### config.mk
export PLATFORM = sky130hd
export DESIGN_NAME = muldiv_top
export DESIGN_NICKNAME = d
export VERILOG_FILES = /design/src/hdl/muldiv_pkg.sv /design/src/hdl/div_unit.sv /design/src/hdl/mul_unit.sv /design/src/hdl/muldiv_dispatch.sv /design/src/hdl/muldiv_result.sv /design/src/hdl/muldiv_top.sv
export SDC_FILE = /design/constraint.sdc
export NUM_CORES = 2
export LEC_CHECK = 0
export CAP_MARGIN = 25
export CORE_ASPECT_RATIO = 1.5
export CORE_MARGIN = 2
export CORE_UTILIZATION = 40
export CTS_BUF_LIST = sky130_fd_sc_hd__clkbuf_16
export CTS_CLUSTER_DIAMETER = 50
export CTS_CLUSTER_SIZE = 20
export DETAILED_ROUTE_END_ITERATION = 6
export DONT_BUFFER_PORTS = 1
export GPL_ROUTABILITY_DRIVEN = 0
export PLACE_DENSITY_LB_ADDON = 0.2
export SLEW_MARGIN = 20
export SYNTH_ARGS = -nofsm -noshare
export SYNTH_HDL_FRONTEND = slang
export SYNTH_SLANG_ARGS = --single-unit
### constraint.sdc
create_clock -name clk_i -period 23.5 [get_ports clk_i]
set_clock_uncertainty 0.15 [all_clocks]
set_input_delay 1.175 -clock clk_i [delete_from_list [all_inputs] [get_ports clk_i]]
set_output_delay 1.175 -clock clk_i [all_outputs]
set_load 0.005 [all_outputs]
### src/hdl/muldiv_pkg.sv
package muldiv_pkg;

  // Data path width
  localparam int XLEN = 64;

  // Width of the funct3 field that selects the operation
  localparam int MD_FUNCT_W = 3;

  // Divider iteration counts for word and double-word operands
  localparam int MUL_ITER_W = 32;
  localparam int MUL_ITER_D = 64;

  // Bit 1 set makes operand b unsigned, MULHU also clears the sign of a
  typedef enum logic [1:0] {
    MUL_OP_MUL    = 2'b00,
    MUL_OP_MULH   = 2'b01,
    MUL_OP_MULHSU = 2'b10,
    MUL_OP_MULHU  = 2'b11
  } mul_op_e;

  // Bit 0 selects unsigned, bit 1 selects the remainder
  typedef enum logic [1:0] {
    DIV_OP_DIV  = 2'b00,
    DIV_OP_DIVU = 2'b01,
    DIV_OP_REM  = 2'b10,
    DIV_OP_REMU = 2'b11
  } div_op_e;

  typedef struct packed {
    logic    is_div;
    mul_op_e op;
  } md_mul_t;

  typedef struct packed {
    logic    is_div;
    div_op_e op;
  } md_div_t;

  // The RV64M funct3, read as either engine's operation
  typedef union packed {
    md_mul_t mul;
    md_div_t div;
  } md_op_u;

endpackage

### src/hdl/div_unit.sv
`timescale 1ns/1ps

module div_unit import muldiv_pkg::*; (
  input  logic            clk_i,
  input  logic            rst_ni,

  input  logic [XLEN-1:0] operand_a_i,
  input  logic [XLEN-1:0] operand_b_i,
  input  div_op_e         req_op_i,
  input  logic            req_word_i,
  input  logic            req_valid_i,
  output logic            req_ready_o,

  output logic            resp_valid_o,
  output logic [XLEN-1:0] resp_value_o
);

  localparam int ITER_BITS = $clog2(MUL_ITER_D + 1);

  logic                 is_unsigned;
  logic                 a_sign, b_sign;
  logic [XLEN-1:0]      a_ext, b_ext;
  logic [XLEN-1:0]      a_mag, b_mag;
  logic [XLEN-1:0]      a_rev;

  // Iterations left, zero while idle
  logic [ITER_BITS-1:0] iter_q;
  logic                 busy, start, last;

  logic [XLEN-1:0]      a_q, b_q;
  logic [XLEN-1:0]      rem_q, quo_q;
  logic                 quo_neg_q, rem_neg_q;
  logic                 word_q, use_rem_q;

  logic [XLEN-1:0]      rem_shift, rem_next, quo_next;
  logic                 rem_fits;
  logic [XLEN-1:0]      result;

  assign is_unsigned = req_op_i[0];

  // Word operands are extended first so both modes share the sign logic
  always_comb begin
    if (req_word_i) begin
      a_ext = {{32{!is_unsigned && operand_a_i[31]}}, operand_a_i[31:0]};
      b_ext = {{32{!is_unsigned && operand_b_i[31]}}, operand_b_i[31:0]};
    end else begin
      a_ext = operand_a_i;
      b_ext = operand_b_i;
    end
    a_sign = !is_unsigned && a_ext[XLEN-1];
    b_sign = !is_unsigned && b_ext[XLEN-1];
    a_mag  = a_sign ? -a_ext : a_ext;
    b_mag  = b_sign ? -b_ext : b_ext;

    // Dividend enters the remainder MSB first
    a_rev = '0;
    if (req_word_i) begin
      a_rev[31:0] = {<<{a_mag[31:0]}};
    end else begin
      a_rev = {<<{a_mag}};
    end
  end

  assign busy        = iter_q != '0;
  assign start       = !busy && req_valid_i;
  assign last        = iter_q == ITER_BITS'(1);
  assign req_ready_o = !busy;

  // One restoring step
  always_comb begin
    rem_shift = {rem_q[XLEN-2:0], a_q[0]};
    rem_fits  = rem_shift >= b_q;
    rem_next  = rem_fits ? rem_shift - b_q : rem_shift;
    quo_next  = {quo_q[XLEN-2:0], rem_fits};
    if (use_rem_q) begin
      result = rem_neg_q ? -rem_next : rem_next;
    end else begin
      result = quo_neg_q ? -quo_next : quo_next;
    end
  end

  always_ff @(posedge clk_i or negedge rst_ni) begin
    if (!rst_ni) begin
      iter_q       <= '0;
      resp_valid_o <= 1'b0;
    end else begin
      if (start) begin
        iter_q <= req_word_i ? ITER_BITS'(MUL_ITER_W) : ITER_BITS'(MUL_ITER_D);
      end else if (busy) begin
        iter_q <= iter_q - ITER_BITS'(1);
      end
      resp_valid_o <= busy && last;
    end
  end

  always_ff @(posedge clk_i) begin
    if (start) begin
      a_q       <= a_rev;
      b_q       <= b_mag;
      rem_q     <= '0;
      quo_q     <= '0;
      // Divide by zero already yields all ones, keep it unsigned
      quo_neg_q <= (a_sign ^ b_sign) && (b_mag != '0);
      rem_neg_q <= a_sign;
      word_q    <= req_word_i;
      use_rem_q <= req_op_i[1];
    end else if (busy) begin
      a_q   <= a_q >> 1;
      rem_q <= rem_next;
      quo_q <= quo_next;
    end
    if (busy && last) begin
      resp_value_o <= word_q ? {{32{result[31]}}, result[31:0]} : result;
    end
  end

endmodule

### src/hdl/mul_unit.sv
`timescale 1ns/1ps

module mul_unit import muldiv_pkg::*; (
  input  logic            clk_i,
  input  logic            rst_ni,

  input  logic [XLEN-1:0] operand_a_i,
  input  logic [XLEN-1:0] operand_b_i,
  input  mul_op_e         req_op_i,
  input  logic            req_word_i,
  input  logic            req_valid_i,
  output logic            req_ready_o,

  output logic            resp_valid_o,
  output logic [XLEN-1:0] resp_value_o
);

  // One 17x17 signed MAC with registered inputs, so the first busy cycle only
  // fetches limbs. MULW takes 4 cycles, MUL 11 and the high products 17

  typedef enum logic {
    IDLE,
    BUSY
  } state_e;

  state_e          state_q, state_d;
  logic [4:0]      step_q, step_d;
  logic [3:0]      acc_step;
  logic [1:0]      a_idx, b_idx;

  // Operands extended to 65 bits
  logic [XLEN:0]   op_a_q, op_b_q;
  logic            low_only_q;
  logic            word_q;

  logic [16:0]     mac_a_q, mac_b_q;
  logic [36:0]     accum_q, accum_d;
  logic [36:0]     mac_prod;

  logic            valid_d;
  logic [XLEN-1:0] value_d;

  // Limbs 0 to 2 are 16 bits wide and unsigned, limb 3 carries the sign
  function automatic logic [16:0] limb(logic [XLEN:0] op, logic [1:0] idx);
    unique case (idx)
      2'd0:    limb = {1'b0, op[15:0]};
      2'd1:    limb = {1'b0, op[31:16]};
      2'd2:    limb = {1'b0, op[47:32]};
      default: limb = op[64:48];
    endcase
  endfunction

  assign req_ready_o = state_q == IDLE;
  assign mac_prod    = signed'(accum_q) + signed'(mac_a_q) * signed'(mac_b_q);

  // Limb pair fetched in each step, walked column by column
  always_comb begin
    unique case (step_q[3:0])
      4'd0:  {a_idx, b_idx} = {2'd0, 2'd0};
      4'd1:  {a_idx, b_idx} = {2'd1, 2'd0};
      4'd2:  {a_idx, b_idx} = {2'd0, 2'd1};
      4'd3:  {a_idx, b_idx} = {2'd0, 2'd2};
      4'd4:  {a_idx, b_idx} = {2'd1, 2'd1};
      4'd5:  {a_idx, b_idx} = {2'd2, 2'd0};
      4'd6:  {a_idx, b_idx} = {2'd3, 2'd0};
      4'd7:  {a_idx, b_idx} = {2'd2, 2'd1};
      4'd8:  {a_idx, b_idx} = {2'd1, 2'd2};
      4'd9:  {a_idx, b_idx} = {2'd0, 2'd3};
      4'd10: {a_idx, b_idx} = {2'd1, 2'd3};
      4'd11: {a_idx, b_idx} = {2'd2, 2'd2};
      4'd12: {a_idx, b_idx} = {2'd3, 2'd1};
      4'd13: {a_idx, b_idx} = {2'd3, 2'd2};
      4'd14: {a_idx, b_idx} = {2'd2, 2'd3};
      4'd15: {a_idx, b_idx} = {2'd3, 2'd3};
    endcase
  end

  always_comb begin
    state_d  = state_q;
    step_d   = step_q;
    accum_d  = accum_q;
    value_d  = resp_value_o;
    valid_d  = 1'b0;
    // The MAC works on the pair fetched one cycle earlier
    acc_step = 4'(step_q - 5'd1);

    unique case (state_q)
      IDLE: begin
        if (req_valid_i) begin
          state_d = BUSY;
          step_d  = '0;
          accum_d = '0;
        end
      end
      BUSY: begin
        step_d = step_q + 5'd1;
        if (step_q != '0) begin
          accum_d = mac_prod;
          case (acc_step)
            4'd0: begin
              value_d[15:0] = mac_prod[15:0];
              accum_d       = {{16{mac_prod[36]}}, mac_prod[36:16]};
            end
            4'd2: begin
              // Also the sign-extended MULW result
              value_d[63:16] = {{32{mac_prod[15]}}, mac_prod[15:0]};
              accum_d        = {{16{mac_prod[36]}}, mac_prod[36:16]};
              if (word_q) begin
                valid_d = 1'b1;
                state_d = IDLE;
              end
            end
            4'd5: begin
              value_d[47:32] = mac_prod[15:0];
              accum_d        = {{16{mac_prod[36]}}, mac_prod[36:16]};
            end
            4'd9: begin
              value_d[63:48] = mac_prod[15:0];
              accum_d        = {{16{mac_prod[36]}}, mac_prod[36:16]};
              if (low_only_q) begin
                valid_d = 1'b1;
                state_d = IDLE;
              end
            end
            // High half columns overwrite the low result
            4'd12: begin
              value_d[15:0] = mac_prod[15:0];
              accum_d       = {{16{mac_prod[36]}}, mac_prod[36:16]};
            end
            4'd14: begin
              value_d[31:16] = mac_prod[15:0];
              accum_d        = {{16{mac_prod[36]}}, mac_prod[36:16]};
            end
            4'd15: begin
              value_d[63:32] = mac_prod[31:0];
              valid_d        = 1'b1;
              state_d        = IDLE;
            end
            default: ;
          endcase
        end
      end
    endcase
  end

  always_ff @(posedge clk_i or negedge rst_ni) begin
    if (!rst_ni) begin
      state_q      <= IDLE;
      step_q       <= '0;
      resp_valid_o <= 1'b0;
    end else begin
      state_q      <= state_d;
      step_q       <= step_d;
      resp_valid_o <= valid_d;
    end
  end

  always_ff @(posedge clk_i) begin
    if (state_q == IDLE && req_valid_i) begin
      op_a_q     <= {req_op_i != MUL_OP_MULHU && operand_a_i[XLEN-1], operand_a_i};
      op_b_q     <= {!req_op_i[1] && operand_b_i[XLEN-1], operand_b_i};
      low_only_q <= req_op_i == MUL_OP_MUL;
      word_q     <= req_word_i;
    end
    mac_a_q      <= limb(op_a_q, a_idx);
    mac_b_q      <= limb(op_b_q, b_idx);
    accum_q      <= accum_d;
    resp_value_o <= value_d;
  end

endmodule

### src/hdl/muldiv_dispatch.sv
`timescale 1ns/1ps

module muldiv_dispatch import muldiv_pkg::*; (
  input  logic    clk_i,
  input  logic    rst_ni,

  input  logic    req_valid_i,
  output logic    req_ready_o,
  input  md_op_u  req_op_i,

  // Completion from the result stage
  input  logic    done_i,

  output logic    mul_valid_o,
  output logic    div_valid_o,
  output mul_op_e mul_op_o,
  output div_op_e div_op_o
);

  logic busy_q;
  logic accept;

  assign req_ready_o = !busy_q;
  assign accept      = req_valid_i && !busy_q;

  // Top funct3 bit picks the engine
  assign mul_valid_o = accept && !req_op_i.mul.is_div;
  assign div_valid_o = accept && req_op_i.div.is_div;

  assign mul_op_o = req_op_i.mul.op;
  assign div_op_o = req_op_i.div.op;

  // Only one request in flight since both engines share the result stage
  always_ff @(posedge clk_i or negedge rst_ni) begin
    if (!rst_ni) begin
      busy_q <= 1'b0;
    end else if (accept) begin
      busy_q <= 1'b1;
    end else if (done_i) begin
      busy_q <= 1'b0;
    end
  end

endmodule

### src/hdl/muldiv_result.sv
`timescale 1ns/1ps

module muldiv_result import muldiv_pkg::*; (
  input  logic            clk_i,
  input  logic            rst_ni,

  input  logic            mul_valid_i,
  input  logic [XLEN-1:0] mul_value_i,
  input  logic            div_valid_i,
  input  logic [XLEN-1:0] div_value_i,

  output logic            resp_valid_o,
  output logic [XLEN-1:0] resp_value_o,
  output logic            done_o
);

  // Frees the dispatcher on the same edge the response is registered
  assign done_o = mul_valid_i | div_valid_i;

  always_ff @(posedge clk_i or negedge rst_ni) begin
    if (!rst_ni) begin
      resp_valid_o <= 1'b0;
    end else begin
      resp_valid_o <= done_o;
    end
  end

  // Value held until the next response
  always_ff @(posedge clk_i) begin
    if (done_o) begin
      resp_value_o <= mul_valid_i ? mul_value_i : div_value_i;
    end
  end

endmodule

### src/hdl/muldiv_top.sv
`timescale 1ns/1ps

module muldiv_top import muldiv_pkg::*; (
  input  logic            clk_i,
  input  logic            rst_ni,

  input  logic            req_valid_i,
  output logic            req_ready_o,
  input  md_op_u          req_op_i,
  input  logic            req_word_i,
  input  logic [XLEN-1:0] operand_a_i,
  input  logic [XLEN-1:0] operand_b_i,

  output logic            resp_valid_o,
  output logic [XLEN-1:0] resp_value_o
);

  logic            mul_valid, div_valid;
  mul_op_e         mul_op;
  div_op_e         div_op;
  logic            mul_resp_valid, div_resp_valid;
  logic [XLEN-1:0] mul_resp_value, div_resp_value;
  logic            done;

  muldiv_dispatch u_dispatch (
    .clk_i       (clk_i),
    .rst_ni      (rst_ni),
    .req_valid_i (req_valid_i),
    .req_ready_o (req_ready_o),
    .req_op_i    (req_op_i),
    .done_i      (done),
    .mul_valid_o (mul_valid),
    .div_valid_o (div_valid),
    .mul_op_o    (mul_op),
    .div_op_o    (div_op)
  );

  // Engine ready is implied by the dispatcher busy flag
  mul_unit u_mul (
    .clk_i        (clk_i),
    .rst_ni       (rst_ni),
    .operand_a_i  (operand_a_i),
    .operand_b_i  (operand_b_i),
    .req_op_i     (mul_op),
    .req_word_i   (req_word_i),
    .req_valid_i  (mul_valid),
    .req_ready_o  (),
    .resp_valid_o (mul_resp_valid),
    .resp_value_o (mul_resp_value)
  );

  div_unit u_div (
    .clk_i        (clk_i),
    .rst_ni       (rst_ni),
    .operand_a_i  (operand_a_i),
    .operand_b_i  (operand_b_i),
    .req_op_i     (div_op),
    .req_word_i   (req_word_i),
    .req_valid_i  (div_valid),
    .req_ready_o  (),
    .resp_valid_o (div_resp_valid),
    .resp_value_o (div_resp_value)
  );

  muldiv_result u_result (
    .clk_i        (clk_i),
    .rst_ni       (rst_ni),
    .mul_valid_i  (mul_resp_valid),
    .mul_value_i  (mul_resp_value),
    .div_valid_i  (div_resp_valid),
    .div_value_i  (div_resp_value),
    .resp_valid_o (resp_valid_o),
    .resp_value_o (resp_value_o),
    .done_o       (done)
  );

endmodule

==> results_dict.tcl <==
set metrics [dict create \
    yosysWarnings 0 \
    core_um2 127000 \
    ir_worst_vdd_v 0.0000695 \
    io_pins 201 \
    grt_overflow_total 0 \
    crit_path_max_fanout 17 \
    grt_usage_pct 25.8 \
    routed_wl_mm 167 \
    cts_sinks 670 \
    cts.clk_slew.worst_paths_ns 0.07 \
    cp_top_family "adder cells" \
    instances_no_fill 6962 \
    die_x_um 295 \
    r2r_slack_ns 15.57 \
    syn_nets 6002 \
    totalPowerFinal_w 0.00256 \
    die_h_um 441 \
    grt_antenna_before_repair 7 \
    worst_slew_pin_slew_ns 1.08 \
    start_util_pct 40.2 \
    cp_cell_sequence "nand2_1 -> fa_1 -> fa_1 -> fa_1 -> fa_1 -> inv_1 -> fa_1 -> inv_1 -> fa_1 -> inv_1 -> ha_1 -> a21o_1 -> a21oi_1 -> inv_1 -> a31oi_1 -> nand2_1 -> nor3_1 -> a21oi_1 -> a31oi_1 -> nor2_1 -> a2111oi_0 -> xnor2_1 -> nand3_1 -> o21ai_0" \
    setup_tns_ns 0 \
    cts_htree_levels 3 \
    setup_viol 0 \
    cellLeakagePower_nw 21.9 \
    hold_path.class "in2async" \
    r2r_start "u_mul.mac_b_q[3]" \
    cp_slowest_stage_delay_ns 0.78 \
    syn_inst 5317 \
    netlist_area_um2 50900 \
    final_cell_mix "nand2_1 (668), inv_1 (587), edfxtp_1 (493), fa_1 (361), a21oi_1 (360)" \
    cts.path.max_buffers 3 \
    cp-start-kind "flip-flop" \
    drt.antenna.violating_nets 0 \
    min_period_ns 7.93 \
    required_ns 23.74 \
    maxSlewViolCount 0 \
    vias 39473 \
    grt_pass1_vias 39778 \
    core.rowCount 160 \
    finalNetCount 5881 \
    fin_crit_sh_pct 33.8 \
    crit_type "reg2reg" \
    cts-root-buf "clkbuf_16" \
    rsz0062_at_grt "false" \
    postPlaceCellArea_um2 52500 \
    placed_cells 6819 \
    rr_endpoint "u_mul.accum_q[32]" \
    final_common_cell "nand2_1" \
    final_cell_area_um2 55100 \
    hpwl_mm 131 \
    ys_types 105 \
    status "finished, final reports clean" \
    route.detailed.drc 0 \
    avgSynthCellArea_um2 9.56 \
    yosysSeqAreaShare_pct 36.2 \
    dr.pass1.iters 7 \
    wl_per_cell_um 24.0 \
    viasPerCell 5.67 \
    clk_latency_ns 0.69 \
    grt_pass1_wl_mm 251 \
    max_freq_mhz 126 \
    synth-main-ff-cell "edfxtp_1" \
    hold_viol_final 0 \
    cp_slowest_cell "dfxtp_1" \
    relSlewSlack_pct 27.8 \
    synth_edf_count 493 \
    cts-buffers-inserted 73 \
    portBuffers 0 \
    timing.critical_path.mode_cell "fa_1" \
    grt_max_degree 96 \
    drv_cap 0 \
    first_iter_violations 3023 \
    dieArea_um2 130000 \
    cts_tree "built" \
    cp-end-kind "flip-flop" \
    critPathArrivalTime_ns 8.17 \
    synthArstFlopShare_pct 2.54 \
    power_density_nw_per_um2 46.5 \
    syn2layout_area_growth_pct 8.37 \
    ys_seq_elements 670 \
    r2r_cells 24 \
    drive_above_1_share_pct 6.89 \
    critPathBufInv 4 \
]
==> cells in the mapped netlist, types with 22 or more instances <==
| cell | number | area share [%] |
|---|---|---|
| or4_1 | 31 | 0.46 |
| o21ai_1 | 25 | 0.25 |
| nor3_1 | 86 | 0.85 |
| a21boi_0 | 24 | 0.35 |
| dfxtp_1 | 160 | 6.3 |
| mux4_2 | 32 | 1.4 |
| nand2_1 | 669 | 4.9 |
| and2_1 | 168 | 2.1 |
| nor2_1 | 337 | 2.5 |
| o31ai_1 | 58 | 0.86 |
| or3_1 | 55 | 0.68 |
| inv_1 | 586 | 4.3 |
| xor2_1 | 125 | 2.2 |
| nand2b_1 | 30 | 0.37 |
| xnor2_1 | 183 | 3.2 |
| a211oi_1 | 24 | 0.35 |
| and3_1 | 24 | 0.30 |
| clkbuf_1 | 214 | 1.6 |
| nand3_1 | 77 | 0.76 |
| edfxtp_1 | 493 | 29 |
| a21oi_1 | 363 | 3.6 |
| fa_1 | 361 | 14 |
| o41ai_1 | 26 | 0.45 |
| ha_1 | 189 | 4.7 |
| mux2_2 | 69 | 1.5 |
| a31oi_1 | 36 | 0.44 |
| mux2i_1 | 40 | 0.79 |
| o21a_1 | 22 | 0.32 |
| nand4_1 | 46 | 0.57 |
| a21o_1 | 52 | 0.77 |
| o21ai_0 | 319 | 3.1 |
| nor4_1 | 44 | 0.54 |
==> kinds of logic (layout without fill, tap and decap cells) <==
logic type	Yosys count	count (layout)	synth area share, %
simple gates	1663	1663	15.5
xor+xnor	308	308	5.30
compound gates	1146	1146	14.0
fa+ha+maj	550	550	18.9
flops	670	670	36.2
other cells	0	5	0
buf+inv	839	778	6.32
mux	141	141	3.73
==> metal layers <==
metal  up-vias  wire [µm]  global-route usage [%]
li1      18135          -                       -
met1     19561      63200                    30.2
met2      1408      84000                    45.6
met3       367       9990                    3.89
met4         2       9670                    13.4
met5         -         13                       0
==> through the flow <==
| stage | hold slack, ns | util, % | setup slack [ns] |
|---|---|---|---|
| final | 0.0402 | 43.6 | 15.57 |
| after global routing | 0.0118 | 43.5 | 14.91 |
| after CTS | 0.000327 | 43.5 | 15.59 |
| after detailed placement | 0.322 | 41.5 | 15.60 |
| after global placement | 0.315 | 41.4 | 15.63 |
| after floorplan | 0.298 | - | 11.19 |
==> state kept, by name, indices dropped and copies added, names as in the netlist, 5 cells and up <==
name                   flops
u_mul.accum_q             37
u_div.b_q                 64
u_mul.op_b_q              65
u_result.resp_value_o     64
u_div.a_q                 64
u_div.resp_value_o        64
u_mul.step_q               5
u_div.rem_q               63
u_mul.op_a_q              65
u_div.iter_q               7
u_mul.mac_a_q             17
u_mul.mac_b_q             17
u_mul.resp_value_o        64
u_div.quo_q               63
==> layout make-up <==
class | count | area, µm²
well taps | 1701 | 2130
inverters | 590 | 2220
diodes | 5 | 12.5
multi-input cells | 3808 | 29300
clock inverters | 61 | 742
clock buffers | 74 | 1850
fillers | 12386 | 71400
flip-flops and latches | 670 | 18400
repair buffers | 53 | 429
==> power by group <==
| part | internal, W | switching (W) | total [W] |
|---|---|---|---|
| registers | 0.00126 | 0 | 0.00126 |
| clock network | 0.000641 | 0.000594 | 0.00123 |
| logic | 0.0000248 | 0.0000418 | 0.0000666 |
| total | 0.00193 | 0.000636 | 0.00256 |
==> worst max path at each step <==
stage | start | end | slack (ns) | depth (start not counted)
floorplan | req_op_i[2] | u_mul.accum_q[0] | 11.19 | 2
global placement | u_mul.mac_b_q[3] | u_mul.accum_q[29] | 15.63 | 24
CTS | u_mul.mac_b_q[2] | u_mul.accum_q[21] | 15.59 | 24
global route | u_mul.mac_b_q[3] | u_mul.accum_q[21] | 14.91 | 24
detailed placement | u_mul.mac_b_q[3] | u_mul.accum_q[32] | 15.60 | 24
finish | u_mul.mac_b_q[3] | u_mul.accum_q[32] | 15.57 | 24
==> what timing repair did <==
item,CTS,global route
gates resized for setup,0,0
hold buffers,1,0
endpoints found under the setup margin,0,0
buffers inserted,0,0
hold endpoints to repair,10,0
No activity file was read; power rests on OpenSTA's default activity.
